**src/hw/cart_pkg.sv**
```systemverilog
// Loader widths, cheat and handheld index codes, event enums, beat/write/cheat structs
package cart_pkg;

	// ====================
	// Constants
	// ====================

	localparam int IOCTL_ADDR_W = 25;        // Byte address of the host loader

	localparam logic [7:0] CHEAT_INDEX = 8'hff;   // Index of a cheat code file
	localparam logic [4:0] GG_INDEX    = 5'd2;    // Low index bits of a handheld cart

	localparam int unsigned HEADER_BYTES = 512;   // Copier header in front of some images

	// ====================
	// Enums
	// ====================

	typedef enum logic {
		BEAT_CART,
		BEAT_CHEAT
	} beat_kind_t;

	// One-cycle download markers
	typedef enum logic [1:0] {
		EV_NONE,
		EV_START,
		EV_END
	} load_event_t;

	// ====================
	// Structs
	// ====================

	typedef struct packed {
		logic [IOCTL_ADDR_W-1:0] addr;
		logic [7:0]              data;
		logic [7:0]              index;
	} ioctl_beat_t;

	typedef struct packed {
		logic [IOCTL_ADDR_W-1:0] addr;
		logic [7:0]              data;
		logic                    first;     // Byte 0 of an image
	} cart_beat_t;

	typedef struct packed {
		logic [23:0] addr;
		logic [7:0]  data;
	} rom_write_t;

	// Flags on top, replace value at the bottom
	typedef struct packed {
		logic [31:0] flags;
		logic [31:0] addr;
		logic [31:0] compare;
		logic [31:0] replace;
	} cheat_code_t;

endpackage
```
**src/hw/cart_loader.sv**
```systemverilog
// Cartridge loading top: load decoder, ROM writer, cheat assembler and ROM address mapper
module cart_loader #(
	parameter int ROM_ADDR_W = 22
) (
	input  logic                  clk_sys,
	input  logic                  reset,
	input  logic                  download,
	input  logic                  ioctl_valid,
	input  cart_pkg::ioctl_beat_t ioctl_beat,
	output logic                  ioctl_ready,
	output logic                  rom_valid,
	output cart_pkg::rom_write_t  rom_write,
	input  logic                  rom_ready,
	output logic                  cheat_valid_out,
	output cart_pkg::cheat_code_t cheat_code,
	input  logic                  rd_valid,
	input  logic [ROM_ADDR_W-1:0] rd_addr,
	output logic                  map_valid,
	output logic [ROM_ADDR_W-1:0] map_addr,
	output logic                  game_gear
);

	logic                  cart_valid;
	logic                  cheat_valid;
	logic                  cart_ready;
	cart_pkg::cart_beat_t  beat;         // Shared by cart and cheat paths
	cart_pkg::load_event_t load_event;

	// ====================
	// Stages
	// ====================
	load_decoder i_load_decoder (
		.clk_sys     (clk_sys),
		.reset       (reset),
		.download    (download),
		.ioctl_valid (ioctl_valid),
		.ioctl_beat  (ioctl_beat),
		.ioctl_ready (ioctl_ready),
		.cart_valid  (cart_valid),
		.cheat_valid (cheat_valid),
		.beat        (beat),
		.cart_ready  (cart_ready),
		.load_event  (load_event),
		.game_gear   (game_gear)
	);

	rom_writer #(.ROM_ADDR_W(ROM_ADDR_W)) i_rom_writer (
		.clk_sys    (clk_sys),
		.reset      (reset),
		.load_event (load_event),
		.cart_valid (cart_valid),
		.beat       (beat),
		.cart_ready (cart_ready),
		.rom_valid  (rom_valid),
		.rom_write  (rom_write),
		.rom_ready  (rom_ready)
	);

	cheat_assembler i_cheat_assembler (
		.clk_sys         (clk_sys),
		.reset           (reset),
		.cheat_valid     (cheat_valid),
		.beat            (beat),
		.cheat_valid_out (cheat_valid_out),
		.cheat_code      (cheat_code)
	);

	// Watches the same cart handshake as the writer
	rom_map #(.ROM_ADDR_W(ROM_ADDR_W)) i_rom_map (
		.clk_sys    (clk_sys),
		.reset      (reset),
		.load_event (load_event),
		.cart_valid (cart_valid),
		.cart_ready (cart_ready),
		.beat       (beat),
		.rd_valid   (rd_valid),
		.rd_addr    (rd_addr),
		.map_valid  (map_valid),
		.map_addr   (map_addr)
	);

endmodule

```
**src/hw/rom_map.sv**
```systemverilog
// Image size masks, copier header detection and console ROM read address mapping
module rom_map #(
	parameter int ROM_ADDR_W = 22
) (
	input  logic                  clk_sys,
	input  logic                  reset,
	input  cart_pkg::load_event_t load_event,
	input  logic                  cart_valid,
	input  logic                  cart_ready,
	input  cart_pkg::cart_beat_t  beat,
	input  logic                  rd_valid,
	input  logic [ROM_ADDR_W-1:0] rd_addr,
	output logic                  map_valid,
	output logic [ROM_ADDR_W-1:0] map_addr
);

	localparam logic [ROM_ADDR_W-1:0] HDR = ROM_ADDR_W'(cart_pkg::HEADER_BYTES);

	logic [ROM_ADDR_W-1:0] cart_mask;     // OR of all image addresses
	logic [ROM_ADDR_W-1:0] header_mask;   // Same, header stripped
	logic [ROM_ADDR_W-1:0] addr_lo;
	logic                  xfer;
	logic                  last_a9;
	logic                  has_header;

	assign xfer    = cart_valid && cart_ready;
	assign addr_lo = beat.addr[ROM_ADDR_W-1:0];

	// ====================
	// Mask learning
	// ====================
	always_ff @(posedge clk_sys) begin
		if (xfer) begin
			if (beat.first)
				cart_mask <= '0;
			else
				cart_mask <= cart_mask | addr_lo;

			// Values below the header wrap, cleared once byte 512 arrives
			if (beat.addr == cart_pkg::IOCTL_ADDR_W'(cart_pkg::HEADER_BYTES))
				header_mask <= '0;
			else
				header_mask <= header_mask | (addr_lo - HDR);

			last_a9 <= beat.addr[9];
		end
	end

	always_ff @(posedge clk_sys) begin
		if (reset)
			has_header <= 1'b0;
		else if (load_event == cart_pkg::EV_END)
			has_header <= last_a9;   // Odd 512 block left over means a header
	end

	// ====================
	// Read mapping
	// ====================
	always_ff @(posedge clk_sys) begin
		if (reset)
			map_valid <= 1'b0;
		else
			map_valid <= rd_valid;

		if (rd_valid) begin
			if (has_header)
				map_addr <= (rd_addr + HDR) & header_mask;
			else
				map_addr <= rd_addr & cart_mask;
		end
	end

endmodule

```
**src/hw/cheat_assembler.sv**
```systemverilog
// Cheat record builder from 16 loader bytes with one-cycle record pulse
module cheat_assembler (
	input  logic                  clk_sys,
	input  logic                  reset,
	input  logic                  cheat_valid,
	input  cart_pkg::cart_beat_t  beat,
	output logic                  cheat_valid_out,
	output cart_pkg::cheat_code_t cheat_code
);

	cart_pkg::cheat_code_t work;      // Record under construction
	logic                  last_seen;
	logic [1:0]            sel;       // Byte within the field

	assign sel = beat.addr[1:0];

	// ====================
	// Byte placement
	// ====================
	always_ff @(posedge clk_sys) begin
		if (cheat_valid) begin
			case (beat.addr[3:2])
				2'd0: work.flags[sel*8 +: 8]   <= beat.data;
				2'd1: work.addr[sel*8 +: 8]    <= beat.data;
				2'd2: work.compare[sel*8 +: 8] <= beat.data;
				2'd3: work.replace[sel*8 +: 8] <= beat.data;
				default: ;
			endcase
		end

		if (last_seen)
			cheat_code <= work;   // Copy of the finished record
	end

	// ====================
	// Record pulse
	// ====================
	always_ff @(posedge clk_sys) begin
		if (reset) begin
			last_seen       <= 1'b0;
			cheat_valid_out <= 1'b0;
		end else begin
			last_seen       <= cheat_valid && (beat.addr[3:0] == 4'hf);
			cheat_valid_out <= last_seen;
		end
	end

endmodule

```
**src/hw/rom_writer.sv**
```systemverilog
// Sequential ROM write generator with held valid/ready output register and address counter
module rom_writer #(
	parameter int ROM_ADDR_W = 22
) (
	input  logic                  clk_sys,
	input  logic                  reset,
	input  cart_pkg::load_event_t load_event,
	input  logic                  cart_valid,
	input  cart_pkg::cart_beat_t  beat,
	output logic                  cart_ready,
	output logic                  rom_valid,
	output cart_pkg::rom_write_t  rom_write,
	input  logic                  rom_ready
);

	logic [ROM_ADDR_W-1:0] wr_addr;       // Writes completed in this load
	logic [ROM_ADDR_W-1:0] cnt_next;
	logic                  done;
	logic                  take;

	assign done       = rom_valid && rom_ready;
	assign cart_ready = !rom_valid || rom_ready;   // Free now or freed this edge
	assign take       = cart_valid && cart_ready;

	// Counter after this edge, restarts with each load
	always_comb begin
		if (load_event == cart_pkg::EV_START)
			cnt_next = '0;
		else
			cnt_next = wr_addr + ROM_ADDR_W'(done);
	end

	always_ff @(posedge clk_sys) begin
		if (reset) begin
			wr_addr   <= '0;
			rom_valid <= 1'b0;
		end else begin
			wr_addr <= cnt_next;
			if (take)
				rom_valid <= 1'b1;
			else if (done)
				rom_valid <= 1'b0;
		end

		// Held until the memory takes it
		if (take) begin
			rom_write.addr <= 24'(cnt_next);
			rom_write.data <= beat.data;
		end
	end

endmodule

```
**src/hw/load_decoder.sv**
```systemverilog
// Loader skid register, cart/cheat classification, handheld flag, download start/end events
module load_decoder (
	input  logic                 clk_sys,
	input  logic                 reset,
	input  logic                 download,
	input  logic                 ioctl_valid,
	input  cart_pkg::ioctl_beat_t ioctl_beat,
	output logic                 ioctl_ready,
	output logic                 cart_valid,
	output logic                 cheat_valid,
	output cart_pkg::cart_beat_t beat,
	input  logic                 cart_ready,
	output cart_pkg::load_event_t load_event,
	output logic                 game_gear
);

	logic                 full;
	cart_pkg::beat_kind_t kind;
	logic                 taken;
	logic                 accept;
	logic                 download_d;
	logic                 end_pending;
	logic                 cart_held;

	// Cheat beats never wait
	assign taken       = (kind == cart_pkg::BEAT_CHEAT) || cart_ready;
	assign ioctl_ready = !full || taken;
	assign accept      = ioctl_valid && ioctl_ready;

	assign cart_valid  = full && (kind == cart_pkg::BEAT_CART);
	assign cheat_valid = full && (kind == cart_pkg::BEAT_CHEAT);
	assign cart_held   = cart_valid;

	// ====================
	// Beat register
	// ====================
	always_ff @(posedge clk_sys) begin
		if (reset) begin
			full      <= 1'b0;
			game_gear <= 1'b0;
		end else if (accept) begin
			full <= 1'b1;
			if (ioctl_beat.index != cart_pkg::CHEAT_INDEX)
				game_gear <= (ioctl_beat.index[4:0] == cart_pkg::GG_INDEX);
		end else if (full && taken) begin
			full <= 1'b0;
		end

		if (accept) begin
			beat.addr  <= ioctl_beat.addr;
			beat.data  <= ioctl_beat.data;
			beat.first <= (ioctl_beat.addr == '0);
			kind       <= (ioctl_beat.index == cart_pkg::CHEAT_INDEX) ?
				cart_pkg::BEAT_CHEAT : cart_pkg::BEAT_CART;
		end
	end

	// ====================
	// Download edges
	// ====================
	always_ff @(posedge clk_sys) begin
		if (reset) begin
			download_d  <= 1'b0;
			end_pending <= 1'b0;
			load_event  <= cart_pkg::EV_NONE;
		end else begin
			download_d <= download;
			load_event <= cart_pkg::EV_NONE;
			if (download && !download_d) begin
				load_event  <= cart_pkg::EV_START;
				end_pending <= 1'b0;
			end else if ((end_pending || (!download && download_d)) && !cart_held) begin
				load_event  <= cart_pkg::EV_END;   // Only once the last cart byte has left
				end_pending <= 1'b0;
			end else if (!download && download_d) begin
				end_pending <= 1'b1;
			end
		end
	end

endmodule

```
**config.mk**
```make
export PLATFORM = sky130hd
export DESIGN_NAME = cart_loader
export DESIGN_NICKNAME = d
export VERILOG_FILES = /design/src/hw/cart_pkg.sv /design/src/hw/cart_loader.sv /design/src/hw/rom_map.sv /design/src/hw/cheat_assembler.sv /design/src/hw/rom_writer.sv /design/src/hw/load_decoder.sv
export SDC_FILE = /design/constraint.sdc
export NUM_CORES = 1
export LEC_CHECK = 0
export BUFFER_PORTS_ARGS = -buffer_cell sky130_fd_sc_hd__buf_2
export CAP_MARGIN = 25
export CORE_ASPECT_RATIO = 0.8
export CORE_UTILIZATION = 45
export DETAILED_ROUTE_END_ITERATION = 8
export PLACE_DENSITY = 0.65
export SETUP_SLACK_MARGIN = 0.2
export SYNTH_ARGS = -nofsm -noshare
export SYNTH_HDL_FRONTEND = slang
export SYNTH_SLANG_ARGS = --single-unit
```
**constraint.sdc**
```tcl
create_clock -name clk_sys -period 6.1 [get_ports clk_sys]
set_input_delay 0.915 -clock clk_sys [delete_from_list [all_inputs] [get_ports clk_sys]]
set_output_delay 0.915 -clock clk_sys [all_outputs]
set_load 0.01 [all_outputs]
```
==> impl_metrics.ini <==
[run_status]
outcome = complete, no violations

[final_layout]
antenna_cells = 0
nFillCells = 2628
drive_gt1_frac = 0.2824
area_growth_pct = 21.20
fin_nets = 1236
final_cell_area_mm2 = 0.01798

[sta]
rsz0062_at_grt = false
finClkSkew_ns = 0.01945
final.setup.tns_ns = 0
setup_viol = 0
maxSlewViolCount = 0
relSlewSlack = 0.3648
post-route-period-util = 0.4190
tightestPinTransition_ns = 0.9528
finalHoldViolCount = 0
timing.fmax_mhz = 391.3
finalCriticalPeriod_ns = 2.556

[placed_design]
place_hpwl_um = 20560
gp_congestion = 0.7845
port_buffers = 253
placed_cell_area_mm2 = 0.01660

[grt]
grt_pass1_vias = 7625
grt_max_degree = 81
antenna_found_initial = 0
grt_pass1_wl_um = 44750
grt-ovfl-total = 0
grt_usage = 0.1784

[pwr]
net-switching-power_mw = 1.186
intPower_mw = 4.746
pwr-share-comb = 0.027
p_seq_frac = 0.540
p_sw_frac = 0.2000
p_per_area_mw_per_mm2 = 330.0
p_leak_nw = 6.575
clkPwrFrac = 0.432
ir_drop_uv = 155.3

[critical_path]
required_ns = 6.37
path_class = flop to flop
start_kind = flop
crit_arrival_ns = 2.83
end_kind = flop
worstPathMaxFanout = 14

[route]
via_count = 7937
detail-route-antenna-nets = 0
route.detailed.wl_per_inst_um = 18.67
firstDrtPassIters = 4
drtIter0Drc = 366
vias_per_cell = 4.908
routed_wl_um = 30190
post-route-drc-count = 0

[die]
die_w_um = 205.0
num_rows = 59
num_io_pins = 256
die_y_um = 164.4
start_util = 0.4567
core_mm2 = 0.03248
die-area_mm2 = 0.03370

[synth]
ys.flop_type = edfxtp_1
yosysMostFrequentCell = edfxtp_1
yosys_warnings = 0
syn_area_mm2 = 0.01483
synth_seq_area_share = 0.8300
yosysTopAreaCell = edfxtp_1
ys_types = 40
synthTopCellsByCount = edfxtp_1 (388), nor2_1 (126), nand2_1 (37)
synth_edf_count = 388
syn_avg_cell_area_um2 = 16.95
ys_async_sr_fraction = 0
syn_inst = 875
synth_top_area_share = 0.7855
synth.area.top_cells = edfxtp_1 (79%), dfxtp_1 (4.5%), nor2_1 (3.2%)
ys_ff_latch = 421

[clocking]
cts_num_sinks = 421
post_cts_buffers = 0
clkTransAtPathRegs_ns = 0.06
cts_tree = done
clock_tree.root_cell = clkbuf_16
clockBufferDepth = 3
ctsResizeCount = 0
cts_inserted_buffers = 41
ctsHtreeMaxLevel = 2
clock_latency_ns = 0.53
ctsHoldBuffers = 0

[run]
max_cap_violations = 0

[hold_path]
hold_path_class = flop to flop
[critical path, stage by stage (launching register included)]
cell and delay, ns:
edfxtp_1 0.46, or4_1 0.54, or4_4 0.50, nor4_4 0.41, buf_4 0.32, nor2_1 0.07
[cells in the final DEF, fill, tap and decap left out, drive strengths merged, types with 7 or more instances in the layout]
cell,n
nand3,14
xor2,11
nand2b,14
ha,9
a21oi,27
or3,10
and2,28
buf,260
nor2,126
nand2,37
or4,7
edfxtp,388
mux2i,10
nor3,18
nor4,13
nor2b,17
clkbuf,45
clkinv,19
o21ai,12
dfxtp,33
inv,22
xnor2,24
o22ai,8
nand4,12
[per-stage QoR]
step	setup WS (ns)	cells	hold WS, ns	util	power (mW)
2_1_floorplan	1.218	876	0.4003	-	3.344
3_3_place_gp	3.234	1541	0.4010	0.5108	3.431
3_5_place_dp	3.153	1542	0.4045	0.5109	3.434
4_1_cts	3.484	1617	0.4047	0.5535	5.988
5_1_grt	3.340	1617	0.4079	0.5535	6.119
6_report	3.544	1617	0.4007	0.5535	5.933
[worst paths after layout]
kind | start | endpoint | slack, ns | depth (start not counted)
hold reg to reg | i_cheat_assembler.work[121]$_DFFE_PP_ | i_cheat_assembler.cheat_code[121]$_DFFE_PP_ | 0.40 | 0
setup / recovery | i_load_decoder.beat[11]$_DFFE_PP_ | i_rom_map.header_mask[7]$_SDFFCE_PN0P_ | 3.54 | 5
setup reg to reg | i_load_decoder.beat[11]$_DFFE_PP_ | i_rom_map.header_mask[7]$_SDFFCE_PN0P_ | 3.54 | 5
hold / removal | i_cheat_assembler.work[121]$_DFFE_PP_ | i_cheat_assembler.cheat_code[121]$_DFFE_PP_ | 0.40 | 0
[power groups by stage]
stage          Combinational (mW)  Clock (mW)  Sequential [mW]
2_1_floorplan              0.0758           0             3.27
3_3_place_gp                0.163           0             3.27
3_5_place_dp                0.166           0             3.27
4_1_cts                     0.167        2.61             3.21
5_1_grt                     0.181        2.73             3.21
6_report                    0.163        2.56             3.21
[per-layer routing]
metal | up-vias | wire, um | track usage
met1 | 3812 | 13550 | 0.2532
met5 | - | 0 | 0
met4 | 0 | 497 | 0.04444
li1 | 3797 | - | -
met3 | 44 | 2017 | 0.03414
met2 | 284 | 14130 | 0.2852
[logic make-up (layout without fill, tap and decap cells)]
kind of cell             Yosys count  after routing  synth area share
other                              1              2         0.0002528
XOR/XNOR                          35             35           0.02067
flip-flops                       421            421            0.8300
AO/OA/AOI/OAI                     50             50           0.01814
AND/OR/NAND/NOR                  309            309            0.1049
multiplexers                      10             10          0.006748
adder cells (fa/ha/maj)            9              9          0.007592
buffers and inverters             40            354           0.01172
[registers in the layout, summed over array words and instances (netlist names), 22 cells and up]
name	count
i_rom_map.header_mask	22
i_rom_writer.wr_addr	22
i_rom_map.cart_mask	22
i_rom_map.map_addr	22
i_load_decoder.beat	34
i_rom_writer.rom_write	30
i_cheat_assembler.work	128
i_cheat_assembler.cheat_code	128
[cell type report]
class,count,area (um2),area share
Clock buffer,45,1094,0.06083
Clock inverter,30,287.8,0.01601
Inverter,19,71.32,0.003967
Multi-Input combinational cell,415,2359,0.1312
Sequential cell,421,12320,0.6851
Tap cell,427,534.3,0.02972
Timing Repair Buffer,260,1316,0.07322
Note: power is estimated with default switching activity, not from simulation.
